## config.mk

```make
export PLATFORM = sky130hd
export DESIGN_NAME = icache_ctrl
export DESIGN_NICKNAME = d
export VERILOG_FILES = /design/src/design/icache_pkg.sv /design/src/design/icache_ctrl.sv
export VERILOG_INCLUDE_DIRS = /design/src /design/src/design
export SDC_FILE = /design/constraint.sdc
export NUM_CORES = 1
export LEC_CHECK = 0
export ABC_AREA = 1
export CAP_MARGIN = 10
export CORE_AREA = 5 5 214 216
export CTS_CLUSTER_DIAMETER = 30
export DETAILED_ROUTE_END_ITERATION = 8
export DIE_AREA = 0 0 219 221
export DONT_BUFFER_PORTS = 1
export PLACE_DENSITY = 0.39
export REMOVE_ABC_BUFFERS = 1
export SKIP_CTS_REPAIR_TIMING = 1
export SLEW_MARGIN = 20
export SYNTH_ARGS = -nofsm -noshare
export SYNTH_HDL_FRONTEND = slang
export SYNTH_SLANG_ARGS = --single-unit
```

## constraint.sdc

```tcl
create_clock -name clk -period 2.3 [get_ports clk]
set_input_delay 0.46 -clock clk [delete_from_list [all_inputs] [get_ports clk]]
set_output_delay 0.46 -clock clk [all_outputs]
set_load 0.01 [all_outputs]
```

## src/design/icache_config.svh

```systemverilog
`ifndef ICACHE_CONFIG_SVH
`define ICACHE_CONFIG_SVH

// cache geometry
`define IC_INDEX_W      8       // set index bits
`define IC_SETS         256     // sets per way
`define IC_TAG_W        20      // tag bits, valid kept apart
`define IC_OFFSET_W     2       // word offset inside a block

// datapath widths
`define IC_ADDR_W       30      // word address from the core
`define IC_WORD_W       32      // one instruction
`define IC_BLOCK_W      128     // four words per block
`define IC_L2_ADDR_W    28      // block address toward L2

`endif
```

## src/design/icache_pkg.sv

```systemverilog
package icache_pkg;

    // controller states
    typedef enum logic [1:0] {
        ic_access    = 2'd0,    // lookup, hits served here
        ic_access_l2 = 2'd1,    // request out, wait for l2_rdy
        wait_l2_busy = 2'd2,    // L2 grant low
        write_ic     = 2'd3     // block landed, one cycle
    } ic_state_e;

    // way of a hit or a victim
    typedef enum logic {
        way0 = 1'b0,
        way1 = 1'b1
    } ic_way_e;

endpackage

```

## src/design/icache_ctrl.sv

```systemverilog
`include "icache_config.svh"

module icache_ctrl import icache_pkg::*; (
    input  logic                      clk,
    input  logic                      rst,
    // fetch side
    input  logic                      if_en,
    input  logic [`IC_ADDR_W-1:0]     if_addr,
    output logic [`IC_WORD_W-1:0]     cpu_data,
    output logic                      data_rdy,
    output logic                      miss_stall,
    // L2 side
    input  logic                      ic_en,
    input  logic                      l2_rdy,
    input  logic [`IC_BLOCK_W-1:0]    l2_block,
    output logic                      irq,
    output logic [`IC_L2_ADDR_W-1:0]  l2_addr,
    // tag store
    input  logic [`IC_TAG_W:0]        tag0_rd,
    input  logic [`IC_TAG_W:0]        tag1_rd,
    input  logic                      lru,
    // data store
    input  logic [`IC_BLOCK_W-1:0]    data0_rd,
    input  logic [`IC_BLOCK_W-1:0]    data1_rd,
    // array control
    output logic [`IC_INDEX_W-1:0]    index,
    output logic [`IC_TAG_W-1:0]      tag_wd,
    output logic                      block0_we,
    output logic                      block1_we,
    output logic                      lru_we,
    output ic_way_e                   lru_way
);

    ic_state_e                state;
    ic_state_e                next_state;
    logic [`IC_TAG_W-1:0]     fetch_tag;
    logic [`IC_OFFSET_W-1:0]  word_sel;
    logic                     hit0;
    logic                     hit1;
    logic                     hit;
    ic_way_e                  hit_way;
    ic_way_e                  victim;
    logic                     fill;
    logic [`IC_BLOCK_W-1:0]   sel_block;

    // address split: tag | index | word
    assign fetch_tag = if_addr[`IC_ADDR_W-1 -: `IC_TAG_W];
    assign index     = if_addr[`IC_OFFSET_W +: `IC_INDEX_W];
    assign word_sel  = if_addr[`IC_OFFSET_W-1:0];
    assign l2_addr   = if_addr[`IC_ADDR_W-1:`IC_OFFSET_W];   // block address
    assign tag_wd    = fetch_tag;

    // tag compare, valid bit on top
    assign hit0    = tag0_rd[`IC_TAG_W] && (tag0_rd[`IC_TAG_W-1:0] == fetch_tag);
    assign hit1    = tag1_rd[`IC_TAG_W] && (tag1_rd[`IC_TAG_W-1:0] == fetch_tag);
    assign hit     = hit0 || hit1;
    assign hit_way = hit1 ? way1 : way0;

    // victim: free way0, then free way1, else lru
    always_comb begin
        if (!tag0_rd[`IC_TAG_W]) begin
            victim = way0;
        end else if (!tag1_rd[`IC_TAG_W]) begin
            victim = way1;
        end else if (lru) begin
            victim = way1;
        end else begin
            victim = way0;
        end
    end

    // refill cycle: granted and block on the bus
    assign fill = (state == ic_access_l2) && ic_en && l2_rdy;

    // word select, L2 block bypasses the arrays during a fill
    always_comb begin
        if (fill) begin
            sel_block = l2_block;
        end else if (hit1) begin
            sel_block = data1_rd;
        end else begin
            sel_block = data0_rd;
        end
    end

    assign cpu_data = sel_block[word_sel * `IC_WORD_W +: `IC_WORD_W];

    // next state and array strobes
    always_comb begin
        next_state = state;
        data_rdy   = 1'b0;
        miss_stall = 1'b0;
        block0_we  = 1'b0;
        block1_we  = 1'b0;
        lru_we     = 1'b0;
        lru_way    = hit_way;
        case (state)
            ic_access: begin
                if (if_en) begin
                    if (hit) begin
                        data_rdy = 1'b1;            // zero-cycle hit
                        lru_we   = 1'b1;
                        lru_way  = hit_way;
                    end else begin
                        miss_stall = 1'b1;
                        next_state = ic_access_l2;
                    end
                end
            end
            ic_access_l2: begin
                miss_stall = 1'b1;
                if (!ic_en) begin
                    next_state = wait_l2_busy;      // L2 serving someone else
                end else if (l2_rdy) begin
                    data_rdy   = 1'b1;              // requested word straight through
                    block0_we  = (victim == way0);
                    block1_we  = (victim == way1);
                    lru_we     = 1'b1;
                    lru_way    = victim;
                    next_state = write_ic;
                end
            end
            wait_l2_busy: begin
                miss_stall = 1'b1;
                if (ic_en) begin
                    next_state = ic_access_l2;
                end
            end
            write_ic: begin
                next_state = ic_access;             // arrays took the block last edge
            end
            default: begin
                next_state = ic_access;
            end
        endcase
    end

    always_ff @(posedge clk) begin
        if (rst) begin
            state <= ic_access;
            irq   <= 1'b0;
        end else begin
            state <= next_state;
            // request held while the miss is outstanding
            irq   <= (next_state == ic_access_l2) || (next_state == wait_l2_busy);
        end
    end

    // a tag lives in at most one way of a set
    a_one_hit_way: assert property (
        @(posedge clk) disable iff (rst)
        !(hit0 && hit1)
    );

    a_one_block_we: assert property (
        @(posedge clk) disable iff (rst)
        !(block0_we && block1_we)
    );

    a_no_rdy_when_busy: assert property (
        @(posedge clk) disable iff (rst)
        (state == wait_l2_busy) |-> !data_rdy
    );

endmodule

```

==> Word level (Yosys, flattened, before mapping) <==
Index checks and enable logic that the tools add are counted.
{ "word_totals": {"regBits": 3, "output_inout_bits": 95, "elab_cells": 48} }
{ "classes": {"eq_ne": 7, "shift": 1, "muxes": 29, "n_bitwise": 1, "n_reduce_logical": 8} }
{ "op_table": {"columns": ["operator", "n"], "rows": [
  ["128-bit two-way mux", 2],
  ["128-bit by 8-bit indexed part select with 32-bit output", 1],
  ["20-bit == test", 2],
  ["1-bit two-way mux", 19],
  ["2-bit two-way mux", 5],
  ["2-bit one-hot mux with 4 select lines", 1],
  ["2-bit == test, second input constant", 3],
  ["2-bit by 1-bit == test with 1-bit output, second input constant", 2],
  ["1-bit logical AND", 4],
  ["1-bit one-hot mux with 2 select lines", 2],
  ["2-bit zero test", 1],
  ["1-bit logical OR", 2],
  ["2-bit OR reduction", 1],
  ["1-bit inverter", 1]
]} }

==> Logic depth before layout (Yosys ltp) <==
Gate-level depths: netlist of run 1.
{ "depth": {"ltp_word": 8, "mapped_depth": 16, "depth_no_buf": 14} }

==> Worst setup path before layout of run 1 <==
OpenSTA, ideal clock, no wires.
{ "synth_timing": {"kind": "flip-flop to output port", "from": "reg state[1]", "to": "out cpu_data[19]", "arrival_ns": 1.747, "t_required_ns": 1.840, "path_slack_ns": 0.093, "stages_incl_launch_ff": 14, "path_buffers": 2, "path_cell_list": "dfxtp_1 > inv_1 > ha_1 > nand2_1 > nor2_1 > inv_2 > clkbuf_1 > clkbuf_1 > nor2_1 > nor2_1 > nand2_1 > nand2_1 > nand2_1 > nand2_1"} }
{ "synth_between": {"elab_chain_len": 5} }
{ "synth_rtl": {"columns": ["element", "line_no", "text"], "rows": [
  ["start: declaration", "icache_ctrl.sv:34", "ic_state_e state;"],
  ["start signal: assignment", "icache_ctrl.sv:140", "state <= ic_access;"],
  ["start signal: assignment", "icache_ctrl.sv:143", "state <= next_state;"],
  ["2-bit by 1-bit == test with 1-bit output", "icache_ctrl.sv:73", "assign fill = (state == ic_access_l2) && ic_en && l2_rdy;"],
  ["1-bit logical AND (2 in series)", "icache_ctrl.sv:73", null],
  ["128-bit two-way mux", "icache_ctrl.sv:77", "if (fill) begin"],
  ["128-bit by 8-bit indexed part select with 32-bit output", "icache_ctrl.sv:86", "assign cpu_data = sel_block[word_sel * `IC_WORD_W +: `IC_WORD_W];"],
  ["end: declaration", "icache_ctrl.sv:9", "output logic [`IC_WORD_W-1:0] cpu_data,"]
]} }
Every way passes these cells.

==> Final worst setup path of run 1 <==
{ "layout_timing": {"from": "in tag1_rd[19]", "to": "out cpu_data[11]"} }
{ "layout_between": {"elab_chain_len": 5} }
{ "layout_rtl": {"columns": ["element", "line_no", "text"], "rows": [
  ["start: declaration", "icache_ctrl.sv:20", "input logic [`IC_TAG_W:0] tag1_rd,"],
  ["20-bit == test", "icache_ctrl.sv:55", "assign hit1 = tag1_rd[`IC_TAG_W] && (tag1_rd[`IC_TAG_W-1:0] == fetch_tag);"],
  ["1-bit logical AND", "icache_ctrl.sv:55", null],
  ["128-bit two-way mux", "icache_ctrl.sv:79", "end else if (hit1) begin"],
  ["128-bit two-way mux", "icache_ctrl.sv:77", null],
  ["128-bit by 8-bit indexed part select with 32-bit output", "icache_ctrl.sv:86", null]
]} }
Every way passes these cells.

==> metrics.md, run 1 <==
| Metric | Value |
|---|---|
| Critical path capture point type | primary output |
| Kind of critical path | input port to primary output |
| H-tree levels | 1 |
| Clock transition at the registers of the reported paths | 30 ps |
| Setup crit end | cpu_data[11] |
| GRT busiest layer | met2 |
| Fraction of layout cells with a size suffix above 1 | 16.3% |
| Number of global-route vias before repair | 8606 |
| Leakage | 5.17 nW |
| Post-synth EDFFs | 0 |
| M3 GR Usage | 3.70% |
| Most frequent CP cell | nand2_1 |
| Post-synth cell types | 22 |
| Final Setup Violations | 32 |
| Total power | 1.54 mW |
| Post-route core utilization | 20.1% |
| First-pass GRT wire length | 48.5 mm |
| Synth Warn # | 0 |
| GP Congestion | 0.862 |
| Most common cell after layout, fill and taps aside | nand2_1 |
| Post-synthesis sequential area ratio | 0.917% |
| Total gr overflow | 0 |
| Clock Tree Root | clkbuf_16 |
| Sequential cell area | 60.1 µm² |
| Via count | 9767 |
| R2R Setup Slk | 910 ps |
| Period utilization | 109% |
| Pwr/cell area | 175 nW/µm² |
| TritonCTS clock tree | built |
| Max-cap check violation count | 0 |
| CP arrival | 2060 ps |
| Minimum clock period | 2520 ps |
| IO Count | 557 |
| Row cnt | 77 |
| DP Wirelength | 27.4 mm |
| Slew Limit Fails | 0 |
| GR met2 Demand/Resource | 20.4% |
| CP max-delay cell | nand4_1 |
| RR Endpoint | irq$_SDFF_PP0_ |
| Asr flop ratio synth | 0% |
| Mean post-synth cell area | 4.31 µm² |
| DR pass1 iterations | 5 |
| Starting Density | 15.0% |
| Fin nets | 1968 |
| Most frequent cells in the layout | nand2_1 (592), nor2_1 (277), inv_1 (171), nand4_1 (128), nand3_1 (71) |
| Count of final hold-check violations | 0 |
| Met1 usage | 15.8% |
| CTS Sinks | 3 |
| Critical Path RT | 1840 ps |
| Multi-input gate area | 5190 µm² |
| Status | finished, violations left |
| P&R area growth vs syn | 34.4% |
| Largest net degree at the start of global routing | 66 |
| Post-Synthesis Cells | 1518 |
| Worst setup margin | -217 ps |
| Antenna Nets Post-Route | 0 |
| Post-Route WL | 43.1 mm |
| Die ar. | 48400 µm² |
| CTS buffer count | 3 |
| Failing checks | setup timing |
| Post-synthesis cell area | 6550 µm² |
| Core footprint | 43700 µm² |
| Worst-path maximum fanout | 8 |
| RSZ-0062 raised after global routing | yes |
| Final Skew | 0.678 ps |
| Worst-Skew Late Latency | 220 ps |
| DRC Markers | 0 |
| Critical Path Start Type | input port |
| Max Buffers Root-to-Sink | 2 |
| Drt wl/cell | 20.6 µm |
| Slew HR | 75.4% |
| Top_reg_cell synth | dfxtp_1 |
| Fill count | 5259 |
| Hold WC Path Type | input port to flop |
| Critical Path Source | tag1_rd[19] |
| Die Span Y | 221 µm |
| Max Clock Freq | 397 MHz |
| Worst-path cell chain | inv_2 > nand2_2 > o21ai_2 > nor2_2 > nand2_2 > nor2_4 > buf_4 > buf_12 > buf_8 > nand4_1 > nand2_1 > nand2_1 > nand2_1 > nand2_1 > nand2_1 > nand2_2 |
| Number of synthesized register bits | 3 |
| Antenna violations before repair | 2 |
| FF-to-FF path depth | 10 |
| Total track usage | 12.5% |
| Place WS | -405 ps |
| Slowest stage delay, CP | 200 ps |
| Die W | 219 µm |
| Slew @ Worst Pin | 370 ps |
| Worst vdd ir | 0.000306 V |
| Port Buffers | 0 |
| Iter 0 DRT Violations | 813 |
| Worst r2r src | state[0]$_SDFF_PP0_ |
| Via/cell ratio | 4.66 |
cell type report:
class	count	area share [%]
Clock buffer	4	0.895
Tap cell	592	8.41
Inverter	189	8.64
Sequential cell	3	0.682
Multi-Input combinational cell	1165	58.9
Timing Repair Buffer	140	22.4
Antenna cell	1	0.0284
registers in the layout, indices dropped and copies added (netlist names):
name and cells:
irq 1, state 2
per-stage QoR:
step	area, µm²	hold WS, ps	instances	setup TNS, ps
floorplan	5660	635	1357	-168400
global placement	7250	663	2032	-9920
detailed placement	7250	660	2032	-11380
CTS	7330	433	2036	-12290
global route	8800	460	2094	-8350
finish	8800	435	2094	-4420
critical path: cells and delay by family:
| family | cells | cell delay (ps) |
|---|---|---|
| buffers and inverters | 4 | 430 |
| and+or+nand+nor | 11 | 1120 |
| AOI/OAI and AO/OA | 1 | 50 |
how the worst min path moves through the flow:
stage / startpoint / endpoint / slack [ps] / cells past startpoint
after detailed placement: rst / state[1]$_SDFF_PP0_ / 660 / 3
after global placement: rst / state[1]$_SDFF_PP0_ / 660 / 3
final: rst / state[1]$_SDFF_PP0_ / 430 / 3
after floorplan: rst / state[1]$_SDFF_PP0_ / 630 / 3
after CTS: rst / state[1]$_SDFF_PP0_ / 430 / 3
after global routing: rst / state[1]$_SDFF_PP0_ / 460 / 3
synth_stat cells, types with 3 or more instances:
library cell / number / share of area (%)
dfxtp_1: 3 / 0.92
ha_1: 4 / 0.76
clkbuf_1: 42 / 2.4
nand4_1: 128 / 12
nand2_1: 654 / 37
buf_1: 10 / 0.57
o21ai_0: 5 / 0.38
inv_1: 181 / 10
nor2_2: 3 / 0.29
buf_4: 61 / 7.0
nand3_1: 73 / 5.6
xnor2_1: 4 / 0.53
buf_2: 48 / 3.7
inv_2: 8 / 0.46
o21ai_1: 3 / 0.23
nor2_1: 283 / 16
report_power, final:
group          switching, mW  internal, mW
registers            0.00567        0.0603
logic                  0.726         0.479
clock network         0.0447         0.229
logic make-up after synthesis:
logic type               count (synthesis)  share of synthesized area [%]
AND/OR/NAND/NOR                       1144                           72.1
buffers and inverters                  350                           24.5
AO/OA/AOI/OAI                           13                           1.17
XOR/XNOR                                 4                          0.535
adder cells (fa/ha/maj)                  4                          0.764
flip-flops                               3                          0.917
per-layer routing:
layer  wire length (µm)  up-vias
li1                   -     4552
met1              17700     4468
met2              19500      671
met3               4580       76
met4               1290        0
met5                  0        -
(Power assumes the default switching activity.)
==> inputs of run 2 (changes only) <==
--- a/config.mk
+++ b/config.mk
@@ -13,7 +13,7 @@
 export DETAILED_ROUTE_END_ITERATION = 8
 export DIE_AREA = 0 0 219 221
 export DONT_BUFFER_PORTS = 1
-export PLACE_DENSITY = 0.39
+export PLACE_DENSITY_LB_ADDON = 0.25
 export REMOVE_ABC_BUFFERS = 1
 export SKIP_CTS_REPAIR_TIMING = 1
 export SLEW_MARGIN = 20
==> run 2 against run 1 <==
  * The run still ends with setup timing left
  * Core utilization is 0.62 points lower
  * Clock-buffer cell count stayed put
  * Worst setup slack worse by 7.4 ps
  * Global-route usage is 0.49 points higher
  * Sequential share of layout area is 0.051 points higher
  * Cell count is 0.67% lower
  * Die area stayed put
  * Clock power hardly changed
  * Critical endpoint is now cpu_data[28]
  * Largest cell class unchanged
==> metrics.md, run 2 (synthesis gave the netlist of run 1 again) <==
| Metric | Value |
|---|---|
| Post-Route WL | 39.9 mm |
| RR Endpoint | irq$_SDFF_PP0_ |
| Max Buffers Root-to-Sink | 2 |
| Most frequent cells in the layout | nand2_1 (565), nor2_1 (267), inv_1 (161), nand4_1 (128), nand2_2 (78) |
| Sum Neg Setup Slack | -4350 ps |
| Clock Tree Root | clkbuf_16 |
| Max-cap check violation count | 0 |
| Core footprint | 43700 µm² |
| Port Buffers | 0 |
| Most common cell after layout, fill and taps aside | nand2_1 |
| Final Setup Violations | 33 |
| Starting Density | 15.0% |
| Period utilization | 110% |
| Hold WC Path Type | input port to flop |
| Finished Layout Cells | 2080 |
| Design area | 8530 µm² |
| First-pass GRT wire length | 50.0 mm |
| RSZ-0062 raised after global routing | yes |
| Via/cell ratio | 4.51 |
| Min-Delay Endpoint | state[1]$_SDFF_PP0_ |
| Die ar. | 48400 µm² |
| DP Wirelength | 28.4 mm |
| Pwr/cell area | 188 nW/µm² |
| Placed inst area | 7350 µm² |
| Die W | 219 µm |
| Post-route core utilization | 19.5% |
| Critical Path Start Type | input port |
| Place WS | -366 ps |
| Minimum clock period | 2520 ps |
| Worst setup margin | -224 ps |
| Drt wl/cell | 19.2 µm |
| Slew @ Worst Pin | 361 ps |
| Max reg flops | 2 |
| Antenna violations before repair | 1 |
| Final Skew | 1.11 ps |
| Total track usage | 13.0% |
| CP arrival | 2060 ps |
| H-tree levels | 1 |
| Iter 0 DRT Violations | 563 |
| Fraction of layout cells with a size suffix above 1 | 19.1% |
| Worst vdd ir | 0.000408 V |
| Min-Delay Startpoint | rst |
| CTS buffer count | 3 |
| Slew Limit Fails | 0 |
| P&R area growth vs syn | 30.3% |
| GP Congestion | 0.912 |
| Most flops, register | state |
| Worst-path maximum fanout | 7 |
| Hold depth | 3 |
| Worst-Skew Late Latency | 220 ps |
| Count of final hold-check violations | 0 |
| Largest net degree at the start of global routing | 66 |
| Critical path capture point type | primary output |
| Clock transition at the registers of the reported paths | 30 ps |
| CTS Sinks | 3 |
| Status | finished, violations left |
| FF-to-FF path depth | 10 |
| Max Clock Freq | 396 MHz |
| Fin nets | 1954 |
| Via count | 9386 |
| Row cnt | 77 |
| R2R Setup Slk | 870 ps |
| Fill count | 5234 |
| Critical Path RT | 1840 ps |
| DR pass1 iterations | 5 |
| Worst r2r src | state[1]$_SDFF_PP0_ |
| Antenna Nets Post-Route | 0 |
| Post-Place Cells | 2049 |
| Failing checks | setup timing |
| Number of global-route vias before repair | 8787 |
| Leakage | 5.00 nW |
| Min Hold Slack | 423 ps |
| DRC Markers | 0 |
| IO Count | 557 |
| Total gr overflow | 0 |
| Total power | 1.60 mW |
| Die Span Y | 221 µm |
| Kind of critical path | input port to primary output |
| Largest registers | state (2), irq (1) |
| Slew HR | 75.9% |
| TritonCTS clock tree | built |
## run 2: changes by cell type in the layout (fill, tap and decap cells not counted), moves of 4 or more
| cell | previous run | this run |
|---|---|---|
| buf_4 | 58 | 75 |
| buf_6 | 25 | 15 |
| buf_8 | 10 | 5 |
| clkbuf_16 | 27 | 14 |
| inv_1 | 171 | 161 |
| inv_4 | 1 | 7 |
| inv_6 | 0 | 4 |
| nand2_1 | 592 | 565 |
| nand2_2 | 55 | 78 |
| nand2_4 | 7 | 11 |
| nand3_2 | 1 | 5 |
| nor2_1 | 277 | 267 |
| nor2_2 | 5 | 12 |
## run 2: worst max-delay path by stage
stage / from / end / slack [ps] / cells past startpoint
2_1_floorplan: if_addr[15] / lru_way / -4300 / 8
3_3_place_gp: if_addr[12] / cpu_data[24] / -380 / 13
3_5_place_dp: if_addr[12] / cpu_data[24] / -370 / 13
4_1_cts: state[1]$_SDFF_PP0_ / cpu_data[31] / -440 / 13
5_1_grt: tag1_rd[8] / cpu_data[28] / -340 / 16
6_report: tag1_rd[8] / cpu_data[28] / -220 / 15
## run 2: per-layer routing
metal  global-route usage [%]  share of wire, %  up-vias
met2                     22.6                48      503
met3                     4.33               9.7       53
met4                     3.61               2.5        0
li1                         -                 -     4531
met5                        0                 0        -
met1                     15.1                40     4299
## run 2: report_power, final
| part | internal (mW) | total [mW] | switching, mW | leakage, nW |
|---|---|---|---|---|
| registers | 0.0611 | 0.0685 | 0.00735 | 0.0255 |
| logic | 0.508 | 1.26 | 0.748 | 4.93 |
| clock network | 0.229 | 0.276 | 0.0475 | 0.0382 |
| total | 0.798 | 1.60 | 0.803 | 5.00 |
## run 2: final cells by class
class                   count  area (µm²)  share of cell area (%)
multi-input cells        1165        5350                    62.7
repair buffers            126        1510                    17.7
inverters                 189         787                    9.22
well taps                 592         741                    8.68
clock buffers               4        78.8                   0.924
flip-flops and latches      3        62.6                   0.733
diodes                      1        2.50                  0.0293
## run 2: worst max-delay path, stage by stage
cell and delay [ps]:
inv_8 10, nand2_2 50, nand2_2 50, nor2_2 130, nand2_2 90, nor2_4 200, nand3_4 130, buf_12 180
buf_12 140, nand2_1 100, nand3_1 90, nand2_1 70, nand2_1 110, nand2_1 140, nand2_2 90
